File: src/source/soc_pkg.sv
package soc_pkg;

  // byte address width of the board bus
  localparam int addr_width = 12;

  // address map
  localparam logic [addr_width-1:0] load_base   = 12'h300; // first loaded word
  localparam logic [addr_width-1:0] io_led_addr = 12'h080; // io word, led byte
  localparam logic [addr_width-1:0] io_lcd_addr = 12'h081; // lcd byte

  // io window 0x080..0x0ff, matched as base plus mask
  localparam logic [addr_width-1:0] io_region      = 12'h080;
  localparam logic [addr_width-1:0] io_region_mask = 12'hf80;

  // loader
  localparam logic [15:0] end_mark = 16'h7fff; // ends a load, never stored

  // led matrix
  localparam int          row_count   = 9;
  localparam logic [15:0] scan_period = 16'd27000; // cycles per row
  localparam logic [15:0] gap_on      = 16'd100;   // dark lead-in of a row
  localparam logic [15:0] gap_off     = 16'd2000;  // dark tail of a row

  // one bus word, seen whole or as bytes[1] (high) / bytes[0] (low)
  typedef union packed {
    logic [15:0]     whole;
    logic [1:0][7:0] bytes;
  } bus_word_u;

endpackage

File: src/source/word_loader.sv
`timescale 1ns/1ps

// packs serial bytes into 16-bit words, high byte first,
// and writes them upward from load_base until the end mark
module word_loader (
  input  logic                         sys_clk,
  input  logic                         rst_n,
  input  logic [7:0]                   rx_byte,
  input  logic                         rx_byte_v,  // one cycle per byte
  output logic                         ld_wr,
  output logic [soc_pkg::addr_width-1:0] ld_addr,
  output logic [15:0]                  ld_data,
  output logic                         load_done,
  output logic [15:0]                  word0,      // newest
  output logic [15:0]                  word1,
  output logic [15:0]                  word2       // oldest
);

  logic        phase;      // 0 waits for high byte, 1 for low byte
  logic        byte_take;
  logic        word_done;
  logic        is_mark;
  logic [15:0] next_word;

  assign byte_take = rx_byte_v & ~load_done;  // bytes after the mark are dropped
  assign word_done = byte_take & phase;
  assign next_word = {ld_data[7:0], rx_byte}; // shift in new byte
  assign is_mark   = (next_word == soc_pkg::end_mark);

  always_ff @(posedge sys_clk or negedge rst_n) begin
    if (!rst_n)
      phase <= 1'b0;
    else if (byte_take)
      phase <= ~phase;
  end

  // assembly register, doubles as write data
  always_ff @(posedge sys_clk) begin
    if (byte_take)
      ld_data <= next_word;
  end

  always_ff @(posedge sys_clk or negedge rst_n) begin
    if (!rst_n) begin
      ld_wr     <= 1'b0;
      load_done <= 1'b0;
    end else begin
      ld_wr <= word_done & ~is_mark; // one cycle after the low byte
      if (word_done && is_mark)
        load_done <= 1'b1;           // sticky until reset
    end
  end

  // next free word address
  always_ff @(posedge sys_clk or negedge rst_n) begin
    if (!rst_n)
      ld_addr <= soc_pkg::load_base;
    else if (ld_wr)
      ld_addr <= ld_addr + soc_pkg::addr_width'(2);
  end

  // last three stored words for the display
  always_ff @(posedge sys_clk or negedge rst_n) begin
    if (!rst_n) begin
      word0 <= 16'd0;
      word1 <= 16'd0;
      word2 <= 16'd0;
    end else if (word_done && !is_mark) begin
      word2 <= word1;
      word1 <= word0;
      word0 <= next_word;
    end
  end

endmodule

File: config.mk
export PLATFORM = sky130hd
export DESIGN_NAME = word_loader
export DESIGN_NICKNAME = d
export VERILOG_FILES = /design/src/source/soc_pkg.sv /design/src/source/word_loader.sv
export SDC_FILE = /design/constraint.sdc
export NUM_CORES = 1
export LEC_CHECK = 0
export ABC_AREA = 1
export BUFFER_PORTS_ARGS = -buffer_cell sky130_fd_sc_hd__buf_4
export CAP_MARGIN = 30
export CELL_PAD_IN_SITES_DETAIL_PLACEMENT = 0
export CELL_PAD_IN_SITES_GLOBAL_PLACEMENT = 1
export CORE_ASPECT_RATIO = 0.6
export CORE_MARGIN = 1.5
export CORE_UTILIZATION = 43
export CTS_BUF_LIST = sky130_fd_sc_hd__clkbuf_4 sky130_fd_sc_hd__clkbuf_8
export DETAILED_ROUTE_END_ITERATION = 6
export PLACE_DENSITY = 0.86
export SYNTH_ARGS = -nofsm -noshare
export SYNTH_HDL_FRONTEND = slang
export SYNTH_SLANG_ARGS = --single-unit
File: constraint.sdc
create_clock -name sys_clk -period 2.3 [get_ports sys_clk]
set_clock_uncertainty 0.15 [all_clocks]
set_input_delay 0.23 -clock sys_clk [delete_from_list [all_inputs] [get_ports sys_clk]]
set_output_delay 0.23 -clock sys_clk [all_outputs]
set_load 0.005 [all_outputs]
==> results.toml, run 1 <==
[logic_synthesis]
ys_seq_area_frac = 0.657
netlist_area_mm2 = 0.00310
ys_warn_count = 0
synth_edf_count = 16
synth_top_area_share = 0.485
yosysUniqueCellTypes = 24
ys_ff_latch = 78
syn-mean-instance-area_um2 = 9.83
synth_top_cell_by_area = "dfrtp_1"
synth_area_leaders = "dfrtp_1 48%, edfxtp_1 16%, nand2_1 15%"
syn_inst = 315
syn_nets = 327
synth_flop_cell = "dfrtp_1"
async_reset_ff_frac = 0.795

[finish]
fillers = 607
stdcell_count = 505
antenna_cells = 0
syn_to_final_growth_pct = 33.6
layout.nets = 425
final_area_mm2 = 0.00414
layout-drive-gt1-share = 0.275

[critical_path]
crit_path_max_incr_delay_ps = 540
crit_start = "rx_byte[5]"
cp_slowest_cell = "dlygate4sd3_1"
start_kind = "input pin"
crit_fanout = 16
worst-setup-path-type = "in -> reg"
end_kind = "flop"
crit_chain = "dlygate4sd3_1 > buf_4 > nand2_1 > nor2_1 > and2_1 > nand2_1 > buf_4 > nand3_1 > nand2_1"
timing.rr.start = "ld_data[0]"
worstPathRequired_ps = 2390
worstPathArrival_ps = 1950
cpMostUsedCell = "nand2_1"

[sta]
tightest_slew_ps = 779
finalMaxSlewViolations = 0
tns_ps = 0
rsz0062_at_grt = "false"
fmax_ghz = 0.535
maxSlewHeadroom = 0.481
period_share = 0.812
hold_viol_final = 0
fin_crit_ps = 1870
finalSetupViolCount = 0
whs_ps = 176

[placement]
placedCellCount = 480
port_buffers = 87
dp_hpwl_um = 5030
gp_congestion = 0.770
placed_cell_area_mm2 = 0.00384

[route]
drc_errors = 5
viasPerCell = 4.84
drtPass1Iterations = 6
drtIter0Drc = 173
ant_nets = 0
routedWlPerCell_um = 14.1
drt_wl_total_um = 7150
vias = 2442

[clock_tree]
cts.sinks = 78
cts_max_path_buffers = 2
numCtsBuffers = 9
clk_latency_ps = 340
ctsRootBufferMaster = "clkbuf_8"
htreeDepth = 3
cts-resized-gates = 0
cts.clk_slew.worst_paths_ps = 70
cts_tree = "built"

[floorplanning]
core_mm2 = 0.00682
start_util = 0.454
rows = 23
chipWidth_um = 113
ios = 89
dieHeight_um = 68.7
dieArea_mm2 = 0.00774

[global_route]
grt_pass1_vias = 2213
grt_max_degree = 63
overflow = 0
antenna_found_initial = 0
grt_usage = 0.197
grt_first_pass_wirelength_um = 11400

[run_status]
violations = "DRC"
status = "complete, but fails checks"

[run]
maxCapViolCount = 0

[pwr]
powerDensity_mw_per_mm2 = 609
vdd_ir_drop_max_uv = 284
p_leak_nw = 2.24

[hold_path]
worstHoldStart = "rx_byte_v"
hp-class = "in -> reg"
==> repair_timing <==
item                                   CTS  global route
endpoints found under the hold margin   74             0
setup buffers                            0             0
hold buffers                             9             0
==> area by class of cell <==
type	count	area [µm²]	share of cell area
well taps	87	109	0.0263
clock inverters	3	41.3	0.00998
clock buffers	13	166	0.0402
multi-input cells	206	923	0.223
repair buffers	103	808	0.195
flip-flops and latches	78	2030	0.492
inverters	15	56.3	0.0136
==> cells in the mapped netlist, types with 2 or more instances <==
cell / number
xnor2_1: 2
xor2_1: 4
nand3_1: 53
nand2_1: 123
buf_4: 2
dfrtp_1: 60
clkbuf_1: 5
nor2_1: 11
buf_6: 3
nand4_1: 3
inv_1: 15
dfstp_2: 2
edfxtp_1: 16
nor3_1: 2
buf_2: 5
==> sequential cells by signal (all words and copies together) (netlist names) <==
name / count
ld_addr: 11
ld_wr: 1
word2: 16
word1: 16
phase: 1
ld_data: 16
word0: 16
load_done: 1
==> routing by layer <==
metal  share of wire  global-route usage
met5               0                   0
met4          0.0094              0.0728
met3           0.074              0.0691
met2            0.43               0.268
met1            0.49               0.288
==> cell families (layout without fill, tap and decap cells) <==
group | count (synthesis) | in the layout | share of synthesized area
flops | 78 | 78 | 0.657
other cells | 1 | 1 | 0.00121
xor+xnor | 6 | 6 | 0.0170
fa+ha+maj | 1 | 1 | 0.00404
mux | 1 | 1 | 0.00363
buf+inv | 31 | 134 | 0.0493
compound gates | 2 | 2 | 0.00444
simple gates | 195 | 195 | 0.264
==> placed cells by master, fill, tap and decap left out, drive strengths merged, types with 2 or more instances in the layout <==
cell,count
buf,94
clkbuf,13
dfrtp,60
dfstp,2
dlygate4sd3,9
edfxtp,16
inv,16
nand2,123
nand3,53
nand4,3
nor2,12
nor3,2
o21ai,2
xnor2,2
xor2,4
==> worst max-delay path, delay by kind of cell <==
| family | cells | cell delay, ps |
|---|---|---|
| buf+inv | 3 | 960 |
| simple gates | 6 | 770 |
==> where the power goes <==
group | switching (mW) | leakage (nW) | internal (mW)
sequential | 0 | 0.998 | 1.41
clock | 0.475 | 0.111 | 0.585
combinational | 0.0335 | 1.13 | 0.0224
==> path summary, 6_finish.rpt <==
kind / slack (ps) / cells past startpoint / end
max: 430 / 9 / word0[2]
min: 180 / 4 / phase
max reg2reg: 550 / 7 / word0[2]
min reg2reg: 330 / 2 / word2[12]
max in group asynchronous: 1130 / 2 / word0[4]
min in group asynchronous: 360 / 2 / load_done
==> per-stage QoR <==
step	util	setup slack, ps	power [mW]
floorplan	-	862	1.44
global placement	0.563	611	1.48
detailed placement	0.563	544	1.48
CTS	0.607	455	2.55
global route	0.607	272	2.62
finish	0.607	432	2.52
No activity file was read; power rests on OpenSTA's default activity.
==> run 2, diff against run 1 <==
CORE_UTILIZATION = 36   (was 43)
PLACE_DENSITY = 0.76   (was 0.86)
clock period = 1.7 ns   (was 2.3 ns; I/O delays follow)
==> run 2 against run 1 <==
  * The flow now finishes without violations
  * Hold slack lost 8.4 ps
  * Clock power rose by 21%
  * Setup slack worse by 320 ps
  * Largest power group unchanged
  * Utilization fell by 7.9 points
  * First-iteration DRC count down 21%
  * Combinational power is 53% higher
  * Final cell count is 6.3% higher
  * Clock-buffer cell count rose by 1
  * Register-to-register slack got worse by 400 ps
  * Routed wire length rose by 6.8%
==> results.toml, run 2 (synthesized netlist as in run 1, its figures left out) <==
[finish]
final-seq-area_mm2 = 0.00203
fillers = 750
final_cell_mix = "123 x nand2_1, 100 x buf_4, 60 x dfrtp_1, 53 x nand3_1, 16 x edfxtp_1"
layout-drive-gt1-share = 0.294
layout.nets = 436
final_util = 0.528
syn_to_final_growth_pct = 38.1
antenna_cells = 0
layout_commonest_cell = "nand2_1"
multiInputGateArea_um2 = 923

[pwr]
powerDensity_mw_per_mm2 = 765
pwr-share-seq = 0.582
p_total_mw = 3.27
p_leak_nw = 2.31
pwr-share-comb = 0.026
clkPwrFrac = 0.392
vdd_ir_drop_max_uv = 472
p_int_mw = 2.60
p_switching_mw = 0.677
swShare = 0.207

[sta]
fmax_ghz = 0.631
setup_ws_ps = 116
whs_ps = 167
finalSetupViolCount = 0
fin_crit_ps = 1580
tns_ps = 0
rsz0062_at_grt = "false"
hold_viol_final = 0
finalMaxSlewViolations = 0
period_share = 0.932

[critical_path]
ff2ff_path_depth = 8
worst-r2r-setup-slack_ps = 150
crit_path_max_incr_delay_ps = 560
worstPathArrival_ps = 1710
worstPathRequired_ps = 1830
start_kind = "input pin"
path_buf_inv = 4
cp_slowest_cell = "dlygate4sd3_1"
timing.rr.start = "ld_data[5]"
cp_top_family = "buffers and inverters"
crit_fanout = 22
crit_chain = "dlygate4sd3_1 > buf_4 > nand2_1 > nor2_1 > nand2_1 > o21ai_4 > buf_4 > buf_12 > nand2_1 > nand2_1"
end_kind = "flop"
reg2reg_to = "word2[1]"
cpMostUsedCell = "nand2_1"
worst-setup-path-type = "in -> reg"

[floorplanning]
dieHeight_um = 74.9
ios = 89
rows = 25
core_mm2 = 0.00810
dieArea_mm2 = 0.00919
start_util = 0.382
chipWidth_um = 123

[placement]
port_buffers = 87
dp_hpwl_um = 5190
dp_worst_setup_slack_ps = 141
gp_congestion = 0.829

[route]
drtPass1Iterations = 4
drc_errors = 0
viasPerCell = 4.61
drtIter0Drc = 137
routedWlPerCell_um = 14.2
drt_wl_total_um = 7630
vias = 2475
ant_nets = 0

[global_route]
grt_usage = 0.174
grt_pass1_vias = 2306
grt_max_degree = 37
antenna_found_initial = 0
grt_first_pass_wirelength_um = 11900
overflow = 0

[clock_tree]
htreeDepth = 3
ctsRootBufferMaster = "clkbuf_8"
cts_max_path_buffers = 2
numCtsBuffers = 9
cts.sinks = 78
clk_latency_ps = 350
cts_tree = "built"
cts-resized-gates = 0
cts.clk_slew.worst_paths_ps = 80

[hold_path]
hp-class = "in -> async"

[run_status]
status = "complete, no violations"

[run]
maxCapViolCount = 0
run 2: worst register-to-register path, delay by kind of cell (launching register included):
kind | cells | cell delay [ps]
compound gates | 1 | 160
buf+inv | 2 | 300
flops | 1 | 440
simple gates | 5 | 430
run 2: worst max-delay path by stage:
stage,from,to,slack [ps],cells past startpoint
final,rx_byte[6],word2[1],120,10
after global routing,rx_byte[4],word1[1],1,10
after CTS,rx_byte[4],word0[8],120,9
after detailed placement,ld_data[7],word2[11],140,8
after global placement,ld_data[7],word1[6],150,8
after floorplan,ld_data[7],word1[10],260,8
run 2: per-layer routing:
| layer | up-vias | global-route usage | part of all wire |
|---|---|---|---|
| met3 | 8 | 0.0629 | 0.089 |
| met1 | 1168 | 0.260 | 0.50 |
| met2 | 75 | 0.233 | 0.41 |
| met5 | - | 0 | 0 |
| li1 | 1224 | - | - |
| met4 | 0 | 0.0594 | 0.0088 |
run 2: power groups by stage:
stage | Combinational [mW] | Sequential [mW] | Clock [mW]
finish | 0.0858 | 1.90 | 1.28
global route | 0.0973 | 1.90 | 1.43
CTS | 0.0885 | 1.90 | 1.34
detailed placement | 0.0717 | 1.94 | 0
global placement | 0.0708 | 1.94 | 0
floorplan | 0.00650 | 1.94 | 0
run 2: timing repair:
item | in CTS | in global routing
hold buffers | 9 | 0
setup endpoints to repair | 0 | 31
buffers inserted | 0 | 3
hold endpoints to repair | 74 | 0
run 2: area by class of cell:
type / count / share of cell area
clock inverter: 2 / 0.00234
tap: 108 / 0.0316
timing repair buffer: 114 / 0.221
inverter: 15 / 0.0132
sequential: 78 / 0.475
clock buffer: 14 / 0.0406
multi-input combinational: 206 / 0.216
run 2: stage by stage:
stage	cells	area (µm²)
6_report	537	4280
5_1_grt	537	4280
4_1_cts	533	4230
3_5_place_dp	508	3960
3_3_place_gp	508	3960
2_1_floorplan	315	3100
