<file path="config.mk">
export PLATFORM = sky130hd
export DESIGN_NAME = led_matrix_scan
export DESIGN_NICKNAME = d
export VERILOG_FILES = /design/src/source/soc_pkg.sv /design/src/source/led_matrix_scan.sv
export SDC_FILE = /design/constraint.sdc
export NUM_CORES = 1
export LEC_CHECK = 0
export BUFFER_PORTS_ARGS = -buffer_cell sky130_fd_sc_hd__buf_2
export CORE_MARGIN = 2
export CORE_UTILIZATION = 35
export CTS_CLUSTER_DIAMETER = 30
export CTS_CLUSTER_SIZE = 10
export DETAILED_ROUTE_END_ITERATION = 12
export PLACE_DENSITY = 0.61
export SLEW_MARGIN = 10
export SYNTH_ARGS = -nofsm -noshare
export SYNTH_HDL_FRONTEND = slang
export SYNTH_SLANG_ARGS = --single-unit
</file>
<file path="constraint.sdc">
create_clock -name sys_clk -period 2.5 [get_ports sys_clk]
set_input_delay 0.125 -clock sys_clk [delete_from_list [all_inputs] [get_ports sys_clk]]
set_output_delay 0.125 -clock sys_clk [all_outputs]
set_load 0.01 [all_outputs]
</file>
<file path="src/source/soc_pkg.sv">
package soc_pkg;

  // byte address width of the board bus
  localparam int addr_width = 12;

  // address map
  localparam logic [addr_width-1:0] load_base   = 12'h300; // first loaded word
  localparam logic [addr_width-1:0] io_led_addr = 12'h080; // io word, led byte
  localparam logic [addr_width-1:0] io_lcd_addr = 12'h081; // lcd byte

  // io window 0x080..0x0ff, matched as base plus mask
  localparam logic [addr_width-1:0] io_region      = 12'h080;
  localparam logic [addr_width-1:0] io_region_mask = 12'hf80;

  // loader
  localparam logic [15:0] end_mark = 16'h7fff; // ends a load, never stored

  // led matrix
  localparam int          row_count   = 9;
  localparam logic [15:0] scan_period = 16'd27000; // cycles per row
  localparam logic [15:0] gap_on      = 16'd100;   // dark lead-in of a row
  localparam logic [15:0] gap_off     = 16'd2000;  // dark tail of a row

  // one bus word, seen whole or as bytes[1] (high) / bytes[0] (low)
  typedef union packed {
    logic [15:0]     whole;
    logic [1:0][7:0] bytes;
  } bus_word_u;

endpackage

</file>
<file path="src/source/led_matrix_scan.sv">
`timescale 1ns/1ps

// 9-row led matrix, active-low rows, one row lit at a time
module led_matrix_scan #(
  parameter logic [15:0] scan_period = soc_pkg::scan_period,
  parameter logic [15:0] gap_on      = soc_pkg::gap_on,
  parameter logic [15:0] gap_off     = soc_pkg::gap_off
) (
  input  logic                           sys_clk,
  input  logic                           rst_n,
  input  logic [15:0]                    word0,
  input  logic [15:0]                    word1,
  input  logic [15:0]                    word2,
  input  logic [soc_pkg::addr_width-1:0] bus_addr,
  input  logic                           load_done,
  output logic [7:0]                     led_col,
  output logic [soc_pkg::row_count-1:0]  led_row
);

  logic [15:0]                   row_timer;
  logic [3:0]                    row_index;
  logic                          row_on;
  logic [soc_pkg::row_count-1:0] row_sel;
  soc_pkg::bus_word_u            w0;
  soc_pkg::bus_word_u            w1;
  soc_pkg::bus_word_u            w2;

  // segments a..g then dp, a is bit 7
  function automatic logic [7:0] seg7(input logic [3:0] digit, input logic dp);
    logic [6:0] seg;
    case (digit)
      4'h0:    seg = 7'b1111110;
      4'h1:    seg = 7'b0110000;
      4'h2:    seg = 7'b1101101;
      4'h3:    seg = 7'b1111001;
      4'h4:    seg = 7'b0110011;
      4'h5:    seg = 7'b1011011;
      4'h6:    seg = 7'b1011111;
      4'h7:    seg = 7'b1110010;
      4'h8:    seg = 7'b1111111;
      4'h9:    seg = 7'b1111011;
      4'ha:    seg = 7'b1110111;
      4'hb:    seg = 7'b0011111;
      4'hc:    seg = 7'b1001110;
      4'hd:    seg = 7'b0111101;
      4'he:    seg = 7'b1001111;
      default: seg = 7'b1000111; // f
    endcase
    return {seg, dp};
  endfunction

  // row timer, 0 .. scan_period-1
  always_ff @(posedge sys_clk or negedge rst_n) begin
    if (!rst_n)
      row_timer <= 16'd0;
    else if (row_timer >= scan_period - 16'd1)
      row_timer <= 16'd0;
    else
      row_timer <= row_timer + 16'd1;
  end

  // next row when the timer wraps
  always_ff @(posedge sys_clk or negedge rst_n) begin
    if (!rst_n) begin
      row_index <= 4'd0;
    end else if (row_timer >= scan_period - 16'd1) begin
      if (row_index < 4'(soc_pkg::row_count - 1))
        row_index <= row_index + 4'd1;
      else
        row_index <= 4'd0;
    end
  end

  // dark at both ends of a row so neighbours don't ghost
  assign row_on  = (row_timer >= gap_on) && (row_timer < scan_period - gap_off);
  assign row_sel = {{(soc_pkg::row_count-1){1'b0}}, row_on} << row_index;
  assign led_row = ~row_sel; // active low

  assign w0 = word0;
  assign w1 = word1;
  assign w2 = word2;

  always_comb begin
    case (row_index)
      4'd0:    led_col = w0.bytes[1];
      4'd1:    led_col = w0.bytes[0];
      4'd2:    led_col = w1.bytes[1];
      4'd3:    led_col = w1.bytes[0];
      4'd4:    led_col = w2.bytes[1];
      4'd5:    led_col = w2.bytes[0];
      4'd6:    led_col = {load_done, 3'd0, bus_addr[11:8]};
      4'd7:    led_col = bus_addr[7:0];
      4'd8:    led_col = seg7(bus_addr[3:0], bus_addr[4]); // bit 4 on the dp
      default: led_col = 8'd0;
    endcase
  end

endmodule

</file>
==> run_results.csv, run 1 <==
group,metric,value,unit
outcome,status,"finished, final reports clean",
timing,finalSetupTns,0,ps
synth,syn_area,1910,sq um
pwr,swShare,46.0,%
worst_setup_path,path_class,"reg2out",
synth,avgSynthCellArea,7.93,sq um
worst_setup_path,cp_cell_sequence,"inv_1 -> ha_1 -> a222oi_1 -> nor2_1 -> a221oi_1 -> o22ai_1 -> buf_2",
timing,fin_crit_sh,91.1,%
route,drt-pass1-iter-count,7,
placement,place_hpwl,4410,microns
die,die_w,77.9,microns
pwr,p_seq_share,24.6,%
clocking,clk_pin_slew,80,ps
route,drt_iter0_drc,192,
synth,ys_ff_latch,20,
synth,synth_cells,241,
global_route,grt_pass1_vias,1969,
global_route,grt_max_degree,21,
worst_setup_path,endpoint_kind,"output port",
hold_path,hold_path.class,"in2async",
synth,ys_top_cells_by_count,"nor2_1 (23), dfrtp_1 (20), nand2_1 (20)",
pwr,p_leak,1.06,nW
pwr,power_frac_comb,61.6,%
synth,synth.top_cell.area_share,26.2,%
synth,async_reset_ff_share,100,%
die,num_io_pins,80,
pwr,cellPowerDensity,745,nW/um^2
die,die_y,77.9,microns
route,final_antenna_net_count,0,
die,fp.dieArea,6070,sq um
clocking,clk_path_buf_depth,2,
synth,synth_edf_count,0,
global_route,gr-usage-met3,3.72,%
die,initial_utilization,36.9,%
pwr,switchingPower,0.823,mW
global_route,grt-busiest-layer,"met2",
synth,yosys-top-cells-area,"dfrtp_1 (26%), ha_1 (7.2%), nand3_1 (5.0%), nor2_1 (4.5%), a222oi_1 (4.2%)",
timing,slew_violations,0,
synth,syn_nets,315,
global_route,grt_use_total,18.7,%
route,routed_via_density,5.61,
worst_setup_path,start_kind,"flop",
placement,place_inst,373,
die,rows,26,
worst_setup_path,cp.arrival,2150,ps
worst_setup_path,crit_buf_inv,2,
timing,fmax,439,MHz
route,drc_errors,0,
timing,worst_clock_skew,7.45,ps
timing,layout_min_cycle_time,2280,ps
synth,yosysMostFrequentCell,"nor2_1",
clocking,cts_tree,"built",
worst_setup_path,cpPeakStageDelay,500,ps
pwr,p_int,0.967,mW
global_route,grt_pass1_wl,9320,microns
die,core,5170,sq um
pwr,pwr-share-clk,13.9,%
cells_and_area,final_cells,378,
cells_and_area,drive_gt1_share,31.2,%
synth,yosysSeqAreaShare,26.2,%
run,max_cap_viol_count,0,
synth,ys_types,55,
global_route,grt_use_met1,25.3,%
placement,port_buffers,79,
global_route,grt-ovfl-total,0,
global_route,grt_antenna_before_repair,0,
global_route,met2_usage,30.5,%
synth,yosysWarnings,0,
pwr,peakVddDrop,462,uV
synth,synth_area_leader_cell,"dfrtp_1",
placement,gp_congestion,0.885,
worst_setup_path,critPathSlowestCell,"dfrtp_1",
clocking,cts_made_buffers,3,
cells_and_area,diodes,0,
synth,synth_flop_cell,"dfrtp_1",
timing,setup_violations,0,
timing,finalHoldViolCount,0,
route,finalWirelength,5740,microns
clocking,clk_latency,260,ps
cells_and_area,area_delta_synth_final,25.7,%
cells_and_area,nets,383,
worst_setup_path,critPathTopFamily,"compound AO/OA/AOI/OAI gates",
clocking,clock-sinks,20,
worst_setup_path,crit_required,2380,ps
clocking,cts_root_buf,"clkbuf_8",
clocking,htree_levels,1,
worst_setup_path,crit_fanout,12,
route,vias,2121,
route,wl_per_cell,15.2,microns
timing,grt_setup_unrepaired,"no",
-- what timing repair did --
action / in CTS / in global routing
buffers inserted: 0 / 0
gates resized for setup: 0 / 3
hold endpoints to repair: 20 / 0
hold buffers: 1 / 0
endpoints found under the setup margin: 0 / 5
-- layout make-up --
type	count	area, sq um
Timing Repair Buffer	82	420
Clock buffer	4	55.1
Sequential cell	20	500
Multi-Input combinational cell	191	1300
Tap cell	70	87.6
Fill cell	546	2770
Inverter	11	41.3
-- state kept, by name, summed over array words and instances, names as in the netlist --
name,count
row_index,4
row_timer,16
-- stage by stage --
stage / worst slack (ps) / util, % / power (mW) / hold slack [ps] / cell area (sq um)
finish: 224 / 46.4 / 1.79 / 331 / 2400
global route: 28.9 / 46.4 / 1.94 / 373 / 2400
floorplan: 751 / - / 1.16 / -171 / 1910
detailed placement: 360 / 45.0 / 1.52 / 98.3 / 2330
global placement: 390 / 45.0 / 1.52 / 95.9 / 2330
CTS: 72.0 / 46.3 / 1.78 / 347 / 2390
-- power by group through the flow --
stage | combinational (mW) | sequential (mW) | clock [mW]
floorplan | 0.771 | 0.394 | 0
global placement | 1.08 | 0.439 | 0
detailed placement | 1.07 | 0.446 | 0
CTS | 1.09 | 0.441 | 0.252
global route | 1.22 | 0.451 | 0.271
finish | 1.10 | 0.439 | 0.248
-- layer usage --
| metal | wire, microns | vias up |
|---|---|---|
| li1 | - | 1029 |
| met1 | 2570 | 988 |
| met2 | 2700 | 98 |
| met3 | 399 | 6 |
| met4 | 74 | 0 |
| met5 | 0 | - |
-- logic make-up after synthesis --
family | after synthesis | share of synthesized area (%)
simple gates | 96 | 25.5
other cells | 1 | 0.196
mux | 6 | 3.34
compound gates | 66 | 26.2
fa+ha+maj | 11 | 7.20
xor+xnor | 11 | 5.04
buf+inv | 30 | 6.35
flops | 20 | 26.2
-- cell usage in the layout (no fill, tap or decap), drive strengths merged, types with 5 or more instances in the layout --
| cell type | n |
|---|---|
| a22oi | 9 |
| nor2 | 23 |
| xnor2 | 6 |
| inv | 11 |
| a222oi | 8 |
| a21oi | 12 |
| o21ai | 10 |
| xor2 | 5 |
| nand4 | 5 |
| nand2 | 21 |
| nand3 | 19 |
| dfrtp | 20 |
| ha | 11 |
| buf | 81 |
-- path summary, 6_finish.rpt --
kind	startpoint	endpoint	slack, ps	cells past startpoint
worst min-delay path	rst_n	row_timer[12]	330	2
worst max register to register	row_timer[0]	row_index[3]	640	5
min in group sys_clk	row_timer[0]	row_timer[0]	520	1
worst max-delay path	row_index[0]	led_col[5]	220	7
worst min register to register	row_timer[0]	row_timer[0]	520	1
max in group asynchronous	rst_n	row_timer[13]	1860	2
-- worst reg2reg max path, delay by kind of cell (launching register included) --
kind / cells / cell delay [ps]
AO/OA/AOI/OAI: 3 / 760
adder cells (fa/ha/maj): 1 / 240
multiplexers: 1 / 350
flip-flops: 1 / 410
Note: power is estimated with default switching activity, not from simulation.
==> run 2: changes to the inputs <==
==> constraint.sdc (replaced) <==
create_clock -name sys_clk -period 2.5 [get_ports sys_clk]
set_input_delay 0.125 -clock sys_clk [delete_from_list [all_inputs] [get_ports sys_clk]]
set_output_delay 0.125 -clock sys_clk [all_outputs]
set_load 0.02 [all_outputs]
==> run_results.csv, run 2 (synthesis gave the netlist of run 1 again) <==
group,metric,value,unit
outcome,status,"finished, final reports clean",
worst_setup_path,path_class,"reg2out",
clocking,clock-sinks,20,
pwr,switchingPower,0.918,mW
die,die_y,77.9,microns
pwr,pwr-share-clk,16.6,%
global_route,grt_use_total,18.6,%
timing,grt_setup_unrepaired,"no",
clocking,cts_made_buffers,3,
cells_and_area,largest_reg_flops,16,
clocking,clk_latency,260,ps
pwr,power_frac_comb,60.9,%
die,rows,26,
placement,gp_congestion,0.891,
clocking,cts_tree,"built",
timing,worst_clock_skew,7.45,ps
clocking,clk_path_buf_depth,2,
cells_and_area,nets,383,
pwr,p_int,1.04,mW
timing,setup_violations,0,
worst_setup_path,crit_fanout,12,
worst_setup_path,start_kind,"flop",
route,drt-pass1-iter-count,4,
route,drt_iter0_drc,128,
cells_and_area,reg_top3,"row_timer: 16 flops, row_index: 4 flops",
worst_setup_path,crit_required,2380,ps
clocking,htree_levels,1,
timing,finalHoldViolCount,0,
cells_and_area,drive_gt1_share,31.5,%
clocking,cts_setup_buffers,0,
timing,layout_min_cycle_time,2270,ps
global_route,grt_max_degree,21,
cells_and_area,layout_commonest_cell,"buf_2",
die,core,5170,sq um
global_route,grt-ovfl-total,0,
route,finalWirelength,5760,microns
pwr,peakVddDrop,437,uV
route,vias,2080,
route,routed_via_density,5.50,
hold_path,hold_path.class,"in2async",
worst_setup_path,cp.arrival,2150,ps
worst_setup_path,critPathTopFamily,"compound AO/OA/AOI/OAI gates",
run,max_cap_viol_count,0,
die,fp.dieArea,6070,sq um
timing,finalSetupTns,0,ps
worst_setup_path,endpoint_kind,"output port",
worst_setup_path,cp_cell_sequence,"inv_1 -> ha_1 -> a222oi_1 -> nor2_1 -> a221oi_1 -> o22ai_1 -> buf_2",
worst_setup_path,critPathSlowestCell,"dfrtp_2",
pwr,p_leak,1.07,nW
route,final_antenna_net_count,0,
global_route,grt_antenna_before_repair,0,
cells_and_area,diodes,0,
pwr,swShare,46.9,%
cells_and_area,layout_common_cells,"buf_2 (79), nor2_1 (23), nand2_1 (20)",
worst_setup_path,crit_buf_inv,2,
cells_and_area,largest-register,"row_timer",
worst_setup_path,cpPeakStageDelay,450,ps
die,initial_utilization,36.9,%
die,num_io_pins,80,
pwr,cellPowerDensity,810,nW/um^2
die,die_w,77.9,microns
pwr,p_total,1.96,mW
placement,port_buffers,79,
global_route,grt_pass1_wl,9250,microns
placement,place_hpwl,4420,microns
clocking,clk_pin_slew,80,ps
cells_and_area,area_delta_synth_final,26.6,%
route,drc_errors,0,
timing,fin_crit_sh,90.9,%
pwr,p_seq_share,22.5,%
global_route,grt_pass1_vias,1971,
timing,slew_violations,0,
timing,fmax,440,MHz
route,wl_per_cell,15.2,microns
clocking,cts_root_buf,"clkbuf_8",
-- run 2: cell count changes in the layout (fill, tap and decap cells not counted), sizes merged --
cell	change
bufinv	+1
clkbuf	-1
-- run 2: area by class of cell --
class	instances	area, sq um
Timing Repair Buffer	82	420
Tap cell	70	87.6
Sequential cell	20	502
Inverter	11	41.3
Clock buffer	3	41.3
Fill cell	533	2750
Clock inverter	1	30.0
Multi-Input combinational cell	191	1300
-- run 2: per-layer routing --
metal	track usage (%)	vias to the layer above	wire, microns
met5	0	-	0
met1	25.3	952	2600
met2	30.7	90	2700
met3	2.33	8	379
met4	5.71	0	72
li1	-	1030	-
-- run 2: worst paths after layout --
check	to	start	slack, ps	depth (start not counted)
hold reg to reg	row_timer[0]	row_timer[0]	520	1
setup / recovery	led_col[5]	row_index[0]	230	7
min in group sys_clk	row_timer[0]	row_timer[0]	520	1
setup reg to reg	row_index[3]	row_timer[0]	600	5
max in group asynchronous	row_index[0]	rst_n	1830	2
hold / removal	row_timer[4]	rst_n	330	2
-- run 2: timing repair --
| item | 4_1_cts | 5_1_grt |
|---|---|---|
| endpoints found under the setup margin | 0 | 5 |
| endpoints found under the hold margin | 20 | 0 |
| hold buffers | 1 | 0 |
| gates resized for setup | 0 | 4 |
-- run 2: worst register-to-register path, stage by stage, from the launching register on --
cell and delay (ps):
dfrtp_1 420, ha_1 250, a21oi_1 110, o311a_4 360
o21ai_4 300, mux2_1 350
-- run 2: power by group through the flow --
stage | Combinational, mW | Clock (mW) | Sequential [mW]
after floorplan | 0.874 | 0 | 0.394
after global placement | 1.19 | 0 | 0.441
after detailed placement | 1.17 | 0 | 0.442
after CTS | 1.18 | 0.334 | 0.437
after global routing | 1.30 | 0.348 | 0.452
final | 1.19 | 0.325 | 0.441
-- run 2: per-stage QoR --
step | hold WS, ps | utilization [%] | area [sq um] | worst slack (ps) | instances
finish | 333 | 46.8 | 2420 | 227 | 378
detailed placement | 108 | 45.0 | 2330 | 347 | 373
global route | 369 | 46.8 | 2420 | 37.4 | 378
floorplan | -171 | - | 1910 | 663 | 241
CTS | 348 | 46.6 | 2410 | 18.9 | 378
global placement | 96.2 | 45.0 | 2330 | 311 | 373
==> run 3: changes to the inputs <==
Settings changed: CELL_PAD_IN_SITES_DETAIL_PLACEMENT set to 1, CELL_PAD_IN_SITES_GLOBAL_PLACEMENT set to 2, CORE_UTILIZATION 35 to 28, PLACE_DENSITY 0.61 to 0.85.
==> run_results.csv, run 3 (synthesis gave the netlist of run 1 again) <==
group,metric,value,unit
outcome,status,"finished, final reports clean",
global_route,grt_max_degree,21,
worst_setup_path,cp.arrival,2170,ps
timing,fmax,435,MHz
clocking,cts_setup_buffers,0,
clocking,cts_made_buffers,3,
timing,setup_violations,0,
worst_setup_path,endpoint_kind,"output port",
route,drc_errors,0,
pwr,p_leak,1.09,nW
route,final_antenna_net_count,0,
pwr,power_frac_comb,65.8,%
route,wl_met3,394,microns
pwr,p_int,1.00,mW
die,die_y,86.6,microns
route,routed_via_density,5.40,
timing,layout_min_cycle_time,2300,ps
clocking,cts_root_buf,"clkbuf_8",
die,core,6680,sq um
cells_and_area,diodes,0,
die,initial_utilization,28.6,%
pwr,peakVddDrop,434,uV
global_route,grt-ovfl-total,0,
die,num_io_pins,80,
route,met2RoutedLength,3170,microns
timing,relSlewSlack,66.4,%
worst_setup_path,start_kind,"flop",
cells_and_area,largest-register,"row_timer",
cells_and_area,finalInstanceArea,2450,sq um
route,finalWirelength,6490,microns
clocking,htree_levels,1,
timing,worstMarginPinSlew,504,ps
timing,finalSetupTns,0,ps
die,rows,30,
clocking,cts_tree,"built",
die,die_w,86.6,microns
route,highest_layer,"met4",
die,fp.dieArea,7500,sq um
route,drt-pass1-iter-count,4,
placement,gp_congestion,0.792,
cells_and_area,fin_util,36.7,%
placement,port_buffers,79,
pwr,swShare,49.1,%
placement,place_hpwl,5080,microns
worst_setup_path,crit_buf_inv,2,
placement,place_inst,388,
cells_and_area,largest_reg_flops,16,
clocking,clk_latency,270,ps
timing,worst_clock_skew,10.1,ps
global_route,grt_use_total,17.6,%
route,drt_iter0_drc,76,
cells_and_area,layout_commonest_cell,"buf_2",
worst_setup_path,critPathSlowestCell,"dfrtp_1",
pwr,switchingPower,0.969,mW
pwr,cellPowerDensity,805,nW/um^2
timing,finalHoldViolCount,0,
worst_setup_path,crit_fanout,9,
placement,placed_cell_area,2380,sq um
worst_setup_path,critPathTopFamily,"compound AO/OA/AOI/OAI gates",
global_route,grt_pass1_wl,10700,microns
worst_setup_path,crit_required,2380,ps
cells_and_area,layout_common_cells,"buf_2 (79), nor2_1 (23), nand2_1 (20), dfrtp_1 (20), nand3_1 (19)",
clocking,clock-sinks,20,
global_route,grt_antenna_before_repair,0,
route,vias,2121,
cells_and_area,area_delta_synth_final,28.3,%
timing,slew_violations,0,
route,wl_per_cell,16.5,microns
clocking,clk_path_buf_depth,2,
timing,fin_crit_sh,91.9,%
pwr,p_seq_share,21.4,%
worst_setup_path,cp_cell_sequence,"inv_1 -> ha_1 -> a222oi_1 -> nor2_1 -> a221oi_1 -> o22ai_1 -> buf_2",
worst_setup_path,cpPeakStageDelay,500,ps
cells_and_area,n_fill_cell,862,
cells_and_area,final_cells,393,
cells_and_area,drive_gt1_share,32.3,%
hold_path,hold_path.class,"in2async",
cells_and_area,reg_top3,"row_timer: 16 flops, row_index: 4 flops",
cells_and_area,nets,388,
route,m1WireLength,2890,microns
global_route,grt_pass1_vias,2192,
clocking,clk_pin_slew,80,ps
run,max_cap_viol_count,0,
pwr,pwr-share-clk,12.8,%
timing,grt_setup_unrepaired,"no",
worst_setup_path,path_class,"reg2out",
[run 3: cell types whose count changed in the layout (fill, tap and decap cells not counted), sizes merged]
cell / change
buf: +5
bufinv: -1
clkbuf: +1
[run 3: layer usage]
metal | vias up | track usage [%]
met5 | - | 0
met4 | 0 | 2.84
met3 | 4 | 3.33
met1 | 1006 | 22.3
li1 | 1037 | -
met2 | 74 | 31.5
[run 3: path summary, 6_finish.rpt]
path                           endpoint  slack (ps)  depth (start not counted)         start
setup / recovery             led_col[5]         200                          7  row_index[0]
hold / removal             row_timer[2]         340                          2         rst_n
setup reg to reg           row_index[3]         630                          5  row_timer[0]
hold reg to reg            row_timer[0]         510                          1  row_timer[0]
max in group asynchronous  row_timer[4]        1840                          2         rst_n
min in group sys_clk       row_timer[0]         510                          1  row_timer[0]
[run 3: through the flow]
step / power, mW / hold slack [ps] / worst slack, ps
finish: 1.97 / 341 / 202
global route: 2.14 / 382 / 37.9
CTS: 1.98 / 346 / 120
detailed placement: 1.71 / 107 / 425
global placement: 1.70 / 95.6 / 443
floorplan: 1.27 / -171 / 663
[run 3: power by group through the flow]
stage | Sequential [mW] | Clock, mW | Combinational, mW
after floorplan | 0.394 | 0 | 0.874
final | 0.423 | 0.253 | 1.30
after global routing | 0.432 | 0.275 | 1.43
after detailed placement | 0.429 | 0 | 1.28
after global placement | 0.426 | 0 | 1.27
after CTS | 0.422 | 0.262 | 1.29
[run 3: cell type report]
class	count	area (sq um)	area share [%]
Tap cell	80	100	4.08
Inverter	11	41.3	1.68
Sequential cell	20	500	20.4
Timing Repair Buffer	87	458	18.7
Clock buffer	4	55.1	2.25
Multi-Input combinational cell	191	1300	52.9
[run 3: repair_timing]
| action | in CTS | in global routing |
|---|---|---|
| endpoints found under the setup margin | 0 | 5 |
| hold buffers | 1 | 0 |
| gates resized for setup | 0 | 3 |
| hold endpoints to repair | 20 | 0 |
